==> config.mk <==
export PLATFORM = sky130hd
export DESIGN_NAME = cc_top
export DESIGN_NICKNAME = d
export VERILOG_FILES = /design/src/cc_pkg.sv /design/src/cc_top.sv /design/src/tx_arbiter.sv /design/src/cc_queue.sv /design/src/dcqcn_rate_ctrl.sv /design/src/req_fifo.sv
export SDC_FILE = /design/constraint.sdc
export NUM_CORES = 2
export LEC_CHECK = 0
export ABC_AREA = 1
export BUFFER_PORTS_ARGS = -buffer_cell sky130_fd_sc_hd__buf_2
export CAP_MARGIN = 5
export CORE_UTILIZATION = 53
export CTS_CLUSTER_SIZE = 24
export DETAILED_ROUTE_END_ITERATION = 8
export PLACE_DENSITY = 0.7
export SYNTH_ARGS = -nofsm -noshare
export SYNTH_HDL_FRONTEND = slang
export SYNTH_SLANG_ARGS = --single-unit
==> constraint.sdc <==
create_clock -name aclk -period 7.78 [get_ports aclk]
set_clock_uncertainty 0.05 [all_clocks]
set_input_delay 0.389 -clock aclk [delete_from_list [all_inputs] [get_ports aclk]]
set_output_delay 0.389 -clock aclk [all_outputs]
set_load 0.05 [all_outputs]
==> src/cc_pkg.sv <==
package cc_pkg;

    // ========================================================================
    // descriptor and rate widths
    // ========================================================================

    localparam int REQ_W = 32;

    // request descriptors are carried through the path without decoding
    typedef logic [REQ_W-1:0] req_t;

    localparam int RATE_W = 16;

    // cycles between two packets, so a larger value means a slower channel
    typedef logic [RATE_W-1:0] rate_t;

    localparam int N_CH = 2;

    typedef logic [$clog2(N_CH)-1:0] ch_id_t;

    // ========================================================================
    // DCQCN reduction factors
    // ========================================================================

    // fixed-point shift of the reduction factors
    localparam int SG = 7;

    localparam int SA_MAX_IDX = 28;

    // entry 0 doubles the interval, higher entries approach a gentle slowdown
    localparam logic [SG+1:0] SA_TABLE [0:SA_MAX_IDX] = '{
        9'd256, 9'd241, 9'd228, 9'd218, 9'd209, 9'd201, 9'd194, 9'd188,
        9'd182, 9'd178, 9'd173, 9'd170, 9'd166, 9'd163, 9'd161, 9'd158,
        9'd156, 9'd154, 9'd152, 9'd150, 9'd148, 9'd147, 9'd146, 9'd144,
        9'd143, 9'd142, 9'd141, 9'd140, 9'd139
    };

    // multiply an interval by a table factor and clip at the slowest rate
    function automatic rate_t sa_scale(rate_t interval, logic [SG+1:0] factor);
        logic [RATE_W+SG+1:0] prod;
        logic [RATE_W+1:0]    scaled;
        prod   = interval * factor;
        scaled = prod[RATE_W+SG+1:SG];
        if (scaled > {2'b00, {RATE_W{1'b1}}}) begin
            return '1;
        end
        return rate_t'(scaled);
    endfunction

endpackage
==> src/cc_top.sv <==
`timescale 1ns/10ps

module cc_top #(
    parameter int DEPTH        = 8,
    parameter int RC_DEFAULT   = 40,
    parameter int RT_DEFAULT   = 20,
    parameter int R_MIN        = 8,
    parameter int R_CAP        = 4096,
    parameter int MARK_HOLDOFF = 50,
    parameter int SA_RECOVER   = 200,
    parameter int TIME_THRESH  = 300,
    parameter int PKT_THRESH   = 16,
    parameter int F_STEPS      = 3,
    parameter int R_AI         = 4,
    parameter int R_HAI        = 8
) (
    input  logic                             aclk,
    input  logic                             aresetn,

    input  logic [cc_pkg::N_CH-1:0]          s_req_valid,
    output logic [cc_pkg::N_CH-1:0]          s_req_ready,
    input  cc_pkg::req_t [cc_pkg::N_CH-1:0]  s_req_data,

    input  logic [cc_pkg::N_CH-1:0]          ecn_valid,
    input  logic [cc_pkg::N_CH-1:0]          ecn_mark,

    output logic                             m_req_valid,
    input  logic                             m_req_ready,
    output cc_pkg::req_t                     m_req_data,
    output cc_pkg::ch_id_t                   m_req_ch
);
    import cc_pkg::*;

    logic [N_CH-1:0]         q_valid;
    logic [N_CH-1:0]         q_ready;
    req_t [N_CH-1:0]         q_data;

    // each channel paces itself from its own feedback stream
    for (genvar ch = 0; ch < N_CH; ch++) begin : g_ch
        cc_queue #(
            .DEPTH        (DEPTH),
            .RC_DEFAULT   (RC_DEFAULT),
            .RT_DEFAULT   (RT_DEFAULT),
            .R_MIN        (R_MIN),
            .R_CAP        (R_CAP),
            .MARK_HOLDOFF (MARK_HOLDOFF),
            .SA_RECOVER   (SA_RECOVER),
            .TIME_THRESH  (TIME_THRESH),
            .PKT_THRESH   (PKT_THRESH),
            .F_STEPS      (F_STEPS),
            .R_AI         (R_AI),
            .R_HAI        (R_HAI)
        ) u_queue (
            .aclk        (aclk),
            .aresetn     (aresetn),
            .s_req_valid (s_req_valid[ch]),
            .s_req_ready (s_req_ready[ch]),
            .s_req_data  (s_req_data[ch]),
            .ecn_valid   (ecn_valid[ch]),
            .ecn_mark    (ecn_mark[ch]),
            .m_req_valid (q_valid[ch]),
            .m_req_ready (q_ready[ch]),
            .m_req_data  (q_data[ch])
        );
    end

    tx_arbiter u_arb (
        .aclk      (aclk),
        .aresetn   (aresetn),
        .in_valid  (q_valid),
        .in_ready  (q_ready),
        .in_data   (q_data),
        .out_valid (m_req_valid),
        .out_ready (m_req_ready),
        .out_data  (m_req_data),
        .out_ch    (m_req_ch)
    );

endmodule

==> src/tx_arbiter.sv <==
`timescale 1ns/10ps

module tx_arbiter (
    input  logic                                aclk,
    input  logic                                aresetn,

    input  logic [cc_pkg::N_CH-1:0]             in_valid,
    output logic [cc_pkg::N_CH-1:0]             in_ready,
    input  cc_pkg::req_t [cc_pkg::N_CH-1:0]     in_data,

    output logic                                out_valid,
    input  logic                                out_ready,
    output cc_pkg::req_t                        out_data,
    output cc_pkg::ch_id_t                      out_ch
);
    import cc_pkg::*;

    ch_id_t last_ch;
    ch_id_t lock_ch;
    logic   locked;
    ch_id_t grant;
    ch_id_t cand;
    logic   found;

    // search starts just after the last granted channel and wraps around
    always_comb begin
        grant = last_ch;
        found = 1'b0;
        cand  = last_ch;
        for (int i = 1; i <= N_CH; i++) begin
            cand = ch_id_t'((last_ch + i) % N_CH);
            if (!found && in_valid[cand]) begin
                grant = cand;
                found = 1'b1;
            end
        end
        // a stalled beat keeps its grant until the sink takes it
        if (locked) begin
            grant = lock_ch;
        end
    end

    always_comb begin
        in_ready        = '0;
        in_ready[grant] = out_ready;
    end

    assign out_valid = in_valid[grant];
    assign out_data  = in_data[grant];
    assign out_ch    = grant;

    always_ff @(posedge aclk) begin
        if (!aresetn) begin
            last_ch <= ch_id_t'(N_CH - 1);
            lock_ch <= '0;
            locked  <= 1'b0;
        end else if (out_valid && out_ready) begin
            last_ch <= grant;
            locked  <= 1'b0;
        end else if (out_valid) begin
            lock_ch <= grant;
            locked  <= 1'b1;
        end
    end

endmodule

==> src/cc_queue.sv <==
`timescale 1ns/10ps

module cc_queue #(
    parameter int DEPTH        = 8,
    parameter int RC_DEFAULT   = 40,
    parameter int RT_DEFAULT   = 20,
    parameter int R_MIN        = 8,
    parameter int R_CAP        = 4096,
    parameter int MARK_HOLDOFF = 50,
    parameter int SA_RECOVER   = 200,
    parameter int TIME_THRESH  = 300,
    parameter int PKT_THRESH   = 16,
    parameter int F_STEPS      = 3,
    parameter int R_AI         = 4,
    parameter int R_HAI        = 8
) (
    input  logic          aclk,
    input  logic          aresetn,

    input  logic          s_req_valid,
    output logic          s_req_ready,
    input  cc_pkg::req_t  s_req_data,

    input  logic          ecn_valid,
    input  logic          ecn_mark,

    output logic          m_req_valid,
    input  logic          m_req_ready,
    output cc_pkg::req_t  m_req_data
);
    import cc_pkg::*;

    logic          fifo_valid;
    logic          fifo_ready;
    req_t          fifo_data;
    rate_t         rc_interval;
    logic [RATE_W:0] pace_cnt;
    logic          pace_hold;
    logic          gate_open;

    req_fifo #(
        .DEPTH (DEPTH)
    ) u_fifo (
        .aclk    (aclk),
        .aresetn (aresetn),
        .s_valid (s_req_valid),
        .s_ready (s_req_ready),
        .s_data  (s_req_data),
        .m_valid (fifo_valid),
        .m_ready (fifo_ready),
        .m_data  (fifo_data)
    );

    dcqcn_rate_ctrl #(
        .RC_DEFAULT   (RC_DEFAULT),
        .RT_DEFAULT   (RT_DEFAULT),
        .R_MIN        (R_MIN),
        .R_CAP        (R_CAP),
        .MARK_HOLDOFF (MARK_HOLDOFF),
        .SA_RECOVER   (SA_RECOVER),
        .TIME_THRESH  (TIME_THRESH),
        .PKT_THRESH   (PKT_THRESH),
        .F_STEPS      (F_STEPS),
        .R_AI         (R_AI),
        .R_HAI        (R_HAI)
    ) u_rate (
        .aclk        (aclk),
        .aresetn     (aresetn),
        .ecn_valid   (ecn_valid),
        .ecn_mark    (ecn_mark),
        .rc_interval (rc_interval)
    );

    // once a beat is offered it stays offered, even if the rate slows meanwhile
    assign gate_open   = (pace_cnt > {1'b0, rc_interval}) || pace_hold;
    assign m_req_valid = fifo_valid && gate_open;
    assign fifo_ready  = m_req_ready && gate_open;
    assign m_req_data  = fifo_data;

    // the pacing count saturates so a long wait never wraps and closes the gate
    always_ff @(posedge aclk) begin
        if (!aresetn) begin
            pace_cnt  <= '0;
            pace_hold <= 1'b0;
        end else if (m_req_valid && m_req_ready) begin
            pace_cnt  <= '0;
            pace_hold <= 1'b0;
        end else begin
            if (pace_cnt != '1) begin
                pace_cnt <= pace_cnt + 1'b1;
            end
            pace_hold <= m_req_valid;
        end
    end

endmodule

==> src/dcqcn_rate_ctrl.sv <==
`timescale 1ns/10ps

module dcqcn_rate_ctrl #(
    parameter int RC_DEFAULT   = 40,
    parameter int RT_DEFAULT   = 20,
    parameter int R_MIN        = 8,
    parameter int R_CAP        = 4096,
    parameter int MARK_HOLDOFF = 50,
    parameter int SA_RECOVER   = 200,
    parameter int TIME_THRESH  = 300,
    parameter int PKT_THRESH   = 16,
    parameter int F_STEPS      = 3,
    parameter int R_AI         = 4,
    parameter int R_HAI        = 8
) (
    input  logic           aclk,
    input  logic           aresetn,
    input  logic           ecn_valid,
    input  logic           ecn_mark,
    output cc_pkg::rate_t  rc_interval
);
    import cc_pkg::*;

    localparam int IDX_W   = $clog2(SA_MAX_IDX + 1);
    localparam int HOLD_W  = $clog2(MARK_HOLDOFF + 2);
    localparam int QUIET_W = $clog2(SA_RECOVER + 2);
    localparam int TIME_W  = $clog2(TIME_THRESH + 2);
    localparam int PKT_W   = $clog2(PKT_THRESH + 2);
    localparam int STEP_W  = $clog2(F_STEPS + 2);

    rate_t              rc;
    rate_t              rt;
    rate_t              rc_nxt;
    rate_t              rt_nxt;
    logic [IDX_W-1:0]   sa_idx;
    logic [HOLD_W-1:0]  holdoff_cnt;
    logic [QUIET_W-1:0] quiet_cnt;
    logic [TIME_W-1:0]  time_cnt;
    logic [PKT_W-1:0]   pkt_cnt;
    logic [STEP_W-1:0]  t_steps;
    logic [STEP_W-1:0]  p_steps;
    logic               inc_evt;
    logic               mark_hit;
    logic               time_exp;
    logic               pkt_exp;

    // the lowered target never drops below the minimum interval
    function automatic rate_t step_down(rate_t r, int step);
        if (r > R_MIN + step) begin
            return rate_t'(r - step);
        end
        return rate_t'(R_MIN);
    endfunction

    // a mark only counts once the previous reduction has had time to act
    assign mark_hit = ecn_valid && ecn_mark && (holdoff_cnt == '0);
    assign time_exp = (time_cnt > TIME_THRESH);
    assign pkt_exp  = (pkt_cnt > PKT_THRESH);

    assign rc_interval = rc;

    // ========================================================================
    // next current and target interval
    // ========================================================================

    always_comb begin
        rc_nxt = rc;
        rt_nxt = rt;
        if (mark_hit) begin
            rt_nxt = rc;
            if (rc <= R_CAP) begin
                rc_nxt = sa_scale(rc, SA_TABLE[sa_idx]);
            end
        end else if (inc_evt) begin
            if (t_steps >= F_STEPS && p_steps >= F_STEPS) begin
                rt_nxt = step_down(rt, R_HAI);
            end else if (t_steps >= F_STEPS || p_steps >= F_STEPS) begin
                rt_nxt = step_down(rt, R_AI);
            end
            // the current interval then moves halfway toward the new target
            rc_nxt = rate_t'(({1'b0, rt_nxt} + {1'b0, rc}) >> 1);
        end
        if (rc_nxt < R_MIN) begin
            rc_nxt = rate_t'(R_MIN);
        end
        if (rt_nxt < R_MIN) begin
            rt_nxt = rate_t'(R_MIN);
        end
    end

    // ========================================================================
    // timers and counters
    // ========================================================================

    always_ff @(posedge aclk) begin
        if (!aresetn) begin
            rc          <= rate_t'(RC_DEFAULT);
            rt          <= rate_t'(RT_DEFAULT);
            sa_idx      <= '0;
            holdoff_cnt <= '0;
            quiet_cnt   <= '0;
            time_cnt    <= '0;
            pkt_cnt     <= '0;
            t_steps     <= '0;
            p_steps     <= '0;
            inc_evt     <= 1'b0;
        end else begin
            rc      <= rc_nxt;
            rt      <= rt_nxt;
            inc_evt <= 1'b0;

            if (holdoff_cnt != '0) begin
                holdoff_cnt <= holdoff_cnt - 1'b1;
            end

            // any mark, even one inside the hold-off, restarts the quiet period
            if (ecn_valid && ecn_mark) begin
                quiet_cnt <= '0;
            end else if (quiet_cnt > SA_RECOVER) begin
                quiet_cnt <= '0;
                if (sa_idx != IDX_W'(SA_MAX_IDX)) begin
                    sa_idx <= sa_idx + 1'b1;
                end
            end else begin
                quiet_cnt <= quiet_cnt + 1'b1;
            end

            if (mark_hit) begin
                holdoff_cnt <= HOLD_W'(MARK_HOLDOFF);
                if (sa_idx != '0) begin
                    sa_idx <= sa_idx - 1'b1;
                end
                time_cnt <= '0;
                pkt_cnt  <= '0;
                t_steps  <= '0;
                p_steps  <= '0;
            end else begin
                if (time_exp) begin
                    time_cnt <= '0;
                    if (t_steps < F_STEPS) begin
                        t_steps <= t_steps + 1'b1;
                    end
                end else begin
                    time_cnt <= time_cnt + 1'b1;
                end
                // every feedback beat stands for one received packet
                if (pkt_exp) begin
                    pkt_cnt <= '0;
                    if (p_steps < F_STEPS) begin
                        p_steps <= p_steps + 1'b1;
                    end
                end else if (ecn_valid) begin
                    pkt_cnt <= pkt_cnt + 1'b1;
                end
                inc_evt <= time_exp || pkt_exp;
            end
        end
    end

endmodule

==> src/req_fifo.sv <==
`timescale 1ns/10ps

module req_fifo #(
    parameter int DEPTH = 8
) (
    input  logic          aclk,
    input  logic          aresetn,

    input  logic          s_valid,
    output logic          s_ready,
    input  cc_pkg::req_t  s_data,

    output logic          m_valid,
    input  logic          m_ready,
    output cc_pkg::req_t  m_data
);
    import cc_pkg::*;

    localparam int AW = (DEPTH > 1) ? $clog2(DEPTH) : 1;
    localparam int CW = $clog2(DEPTH + 1);

    req_t          mem [DEPTH];
    logic [AW-1:0] wr_ptr;
    logic [AW-1:0] rd_ptr;
    logic [CW-1:0] count;
    logic          push;
    logic          pop;

    assign s_ready = (count != CW'(DEPTH));
    assign m_valid = (count != '0);
    assign m_data  = mem[rd_ptr];

    assign push = s_valid && s_ready;
    assign pop  = m_valid && m_ready;

    // storage is written only, the head is read combinationally
    always_ff @(posedge aclk) begin
        if (push) begin
            mem[wr_ptr] <= s_data;
        end
    end

    always_ff @(posedge aclk) begin
        if (!aresetn) begin
            wr_ptr <= '0;
            rd_ptr <= '0;
            count  <= '0;
        end else begin
            if (push) begin
                wr_ptr <= (wr_ptr == AW'(DEPTH - 1)) ? '0 : wr_ptr + 1'b1;
            end
            if (pop) begin
                rd_ptr <= (rd_ptr == AW'(DEPTH - 1)) ? '0 : rd_ptr + 1'b1;
            end
            // fill level only moves when exactly one side transfers
            if (push && !pop) begin
                count <= count + 1'b1;
            end else if (pop && !push) begin
                count <= count - 1'b1;
            end
        end
    end

endmodule

==> results.md <==
Outcome:
- The run finished with clean final reports.

Clocking:
- In this run, CTS created clock tree buffers numbering 78.
- TritonCTS built the clock tree.
- The buffer depth of the longest clock path is 3.
- The clock edge transition at the registers on the reported setup and hold paths is 60 ps.
- The later pin in the worst-skew pair is clocked with a latency of 650 ps.
- The number of clock sinks seen by CTS is 721.
- The H-tree generated during clock tree synthesis spans 3 levels.
- The tree is rooted in a sky130_fd_sc_hd__clkbuf_16.

Synthesis:
- The synthesized area divided by synthesized cell count is 9.10 um^2.
- The part of the Yosys area used for sequential elements is 45.4%.
- Synthesis produced a netlist whose cell count is 4,732.
- The Yosys step of the flow raised 0 warnings.
- In this run, synthesis inferred 512 flip-flops with an integrated enable.
- The cell area that synthesis handed to floorplanning was 43,000 um^2.
- The total nets after synthesis is 5,212.
- The register bit count reported by yosys is 721.
- The prevailing post-synth register cell is sky130_fd_sc_hd__edfxtp_1.
- In the synthesized netlist the async set-or-reset flop fraction comes to 0%.
- The number of distinct library cells after synthesis is 61.

Critical path:
- STA puts the critical path data arrival time at 7760 ps.
- The critical path is of the reg2reg type.
- For the worst setup path, the data required time is 8230 ps.
- The startpoint type of the worst setup path is a flip-flop.
- In this design, the stage delay of the slowest critical-path cell is 580 ps.
- The biggest fanout along the worst timing path is 14.
- The library cell appearing most often on the critical path is sky130_fd_sc_hd__inv_1.
- The worst setup path is captured at a flip-flop.
- The slowest library cell on the worst path is sky130_fd_sc_hd__nor3_1.

STA:
- The number of endpoints failing setup at the final stage is 0.
- The final max-slew violation count is 0.
- Derived from the worst setup path, the maximum achievable clock frequency is 137 MHz.
- The routed design could run at a clock period as short as 7300 ps.
- The tightest hold path in the finished design has a slack of 49.7 ps.
- After layout, the worst path uses 93.9% of the clock period.
- For the final routed database, the setup TNS stands at 0 ps.
- The normalized max-slew margin is 29.6%.
- Setup repair after global routing left no endpoint under its margin.
- The count of endpoints failing hold in the final timing report is 0.
- The slew at the pin closest to its max-slew limit is 1060 ps.

Die:
- The floorplan die area is 82,400 um^2.
- The die is 287 um tall.
- The effective utilization at floorplan is 53.5%.
- The floorplan has 104 rows.
- From left edge to right edge, the die measures 287 um.
- In this run the count of I/O pins placed on the die edge is 109.
- The floorplan step defined a core boundary enclosing 80,400 um^2.

Detailed routing:
- After detailed routing, the number of vias per cell comes to 5.68.
- After detailed routing, the average wire length per cell comes to 18.5 um.
- Once detail routing completed, the nets flagged for antenna violations numbered 0.
- For this run, design rule violations remaining after detail routing come to 0.
- The number of search-and-repair iterations in the first detailed-routing pass is 6.
- The total wire length after detailed routing is 111,000 um.
- The number of DRC markers after the initial detailed-route iteration is 2,971.
- The count of vias placed by the detailed router is 33,900.

GRT:
- The pin count of the biggest net entering global routing is 86.
- The wire length of the first global-routing pass is 174,000 um.
- The initial antenna violation count is 13.
- Global routing used 26.8% of the available tracks.
- The total overflow reported by the global router is 0.
- The via count of the first global-routing pass is 32,400.

Pwr:
- The total power is 9.57 mW.
- IR analysis of the VDD net gives a maximum drop of 0.220 mV.
- In this run the power density over the cells is 200 nW/um^2.
- In this run the static leakage power is 19.8 nW.

Cells and area:
- Leaving out fill and tap cells, the most frequent cell in the layout is sky130_fd_sc_hd__nand2_1.
- The top cell types in the final layout, fill and taps aside, are sky130_fd_sc_hd__nand2_1, sky130_fd_sc_hd__nor2_1, sky130_fd_sc_hd__inv_1.
- The area growth from synthesis to final layout is 11.0%.
- In the final design database the tool counted 5,329 nets.
- The fraction of final layout cells sized beyond drive strength 1 is 7.11%.
- Counting the fill cells in the layout gives 6,933.

Place:
- The number of buffer cells added on primary ports is 108.
- The placer congestion estimate is 0.973.
- The detailed placer's ending HPWL is 74,500 um.

Job:
- The max capacitance violation total is 0.

Worst hold path:
- The kind of path behind the tightest hold check is in2reg.
[layout make-up]
class | count | area [um^2] | share of cell area, %
repair buffers | 204 | 1420 | 2.97
multi-input cells | 3243 | 20700 | 43.2
well taps | 1060 | 1330 | 2.77
clock buffers | 93 | 2020 | 4.22
flip-flops and latches | 721 | 19600 | 40.9
inverters | 601 | 2260 | 4.72
clock inverters | 50 | 515 | 1.08
diodes | 8 | 20.0 | 0.0419
[routing by layer]
layer / up-vias / global-route usage (%) / share of wire, %
met5: - / 0 / 0.038
met4: 8 / 10.3 / 3.5
met3: 216 / 4.87 / 8.0
met2: 1316 / 43.4 / 47
met1: 16200 / 35.8 / 42
li1: 16200 / - / -
[cell usage after synthesis, drive strengths merged (4+ instances only)]
library cell | n | area share, %
o2111ai | 4 | 0.081
a21o | 8 | 0.14
fa | 200 | 9.3
dfxtp | 209 | 9.7
mux2i | 32 | 0.74
a32oi | 34 | 0.69
nand2 | 766 | 6.8
nor3b | 13 | 0.23
nand4 | 31 | 0.45
nor3 | 53 | 0.62
clkinv | 20 | 0.17
o21ai | 387 | 4.5
clkbuf | 129 | 1.1
inv | 581 | 5.1
o21bai | 10 | 0.19
nor4 | 20 | 0.31
o221ai | 75 | 1.5
nor2 | 725 | 6.4
or2 | 8 | 0.12
o211ai | 42 | 0.73
edfxtp | 512 | 36
a21boi | 5 | 0.087
ha | 207 | 6.0
a21oi | 244 | 2.9
and3 | 5 | 0.073
o22ai | 55 | 0.80
a31oi | 12 | 0.17
xor2 | 66 | 1.3
nand3 | 159 | 1.9
a211oi | 5 | 0.087
buf | 38 | 0.48
nand3b | 15 | 0.26
a22oi | 6 | 0.10
xnor2 | 29 | 0.59
and2 | 4 | 0.058
o21a | 8 | 0.14
[repair_timing]
item                       in CTS  in global routing
gates resized for setup         0                  1
hold buffers                   64                  0
setup buffers                   0                  0
setup endpoints to repair       0                 11
hold endpoints to repair      512                  0
[stage by stage]
| step | util, % | setup slack, ps | cells | cell area (um^2) |
|---|---|---|---|---|
| CTS | 59.4 | 412 | 5972 | 47800 |
| global placement | 55.5 | 615 | 5765 | 44600 |
| detailed placement | 55.5 | 430 | 5765 | 44600 |
| floorplan | - | 1570 | 4732 | 43000 |
| finish | 59.4 | 476 | 5980 | 47800 |
| global route | 59.4 | 63.9 | 5979 | 47800 |
[path summary, 6_finish.rpt]
check                                                           start                                endpoint  slack, ps  cells after the start
worst min register to register  g_ch[0].u_queue.u_rate.holdoff_cnt[0]   g_ch[0].u_queue.u_rate.holdoff_cnt[0]        410                      2
worst min-delay path                                     ecn_valid[1]       g_ch[1].u_queue.u_rate.pkt_cnt[1]         50                      3
worst max register to register       g_ch[1].u_queue.u_rate.sa_idx[1]  g_ch[1].u_queue.u_rate.rc_interval[10]        480                     28
worst max-delay path                 g_ch[1].u_queue.u_rate.sa_idx[1]  g_ch[1].u_queue.u_rate.rc_interval[10]        480                     28
[worst max-delay path, delay by kind of cell, from the launching register on]
kind / cells / cell delay [ps]
AND/OR/NAND/NOR: 12 / 2150
AO/OA/AOI/OAI: 4 / 940
buffers and inverters: 6 / 890
flip-flops: 1 / 500
adder cells (fa/ha/maj): 6 / 2640
[sequential cells by signal, summed over array words and instances, names as in the netlist, 2 cells and up, named ones only]
register and count:
g_ch.u_queue.u_rate.t_steps 6, g_ch.u_queue.u_fifo.wr_ptr 6, g_ch.u_queue.pace_hold 2, g_ch.u_queue.pace_cnt 34
g_ch.u_queue.u_rate.inc_evt 2, g_ch.u_queue.u_rate.time_cnt 18, g_ch.u_queue.u_rate.pkt_cnt 10, g_ch.u_queue.u_rate.holdoff_cnt 12
g_ch.u_queue.u_rate.p_steps 6, g_ch.u_queue.u_rate.quiet_cnt 16, g_ch.u_queue.u_rate.rc_interval 26, g_ch.u_queue.u_fifo.mem 512
g_ch.u_queue.u_fifo.count 8, g_ch.u_queue.u_rate.sa_idx 10, g_ch.u_queue.u_rate.rt 28, g_ch.u_queue.u_fifo.rd_ptr 6
[report_power, final]
part | internal [mW] | switching (mW)
Combinational | 0.471 | 1.02
Sequential | 4.31 | 0.146
Clock | 2.03 | 1.60
Total | 6.81 | 2.76
[kinds of logic (layout without fill, tap and decap cells)]
family,after synthesis,after routing,synth area share [%]
AO/OA/AOI/OAI,910,910,12.5
buffers and inverters,768,948,6.85
other,0,8,0
XOR/XNOR,95,95,1.93
adder cells (fa/ha/maj),407,407,15.3
multiplexers,32,32,0.744
AND/OR/NAND/NOR,1799,1799,17.2
flip-flops,721,721,45.4
(Power assumes the default switching activity.)
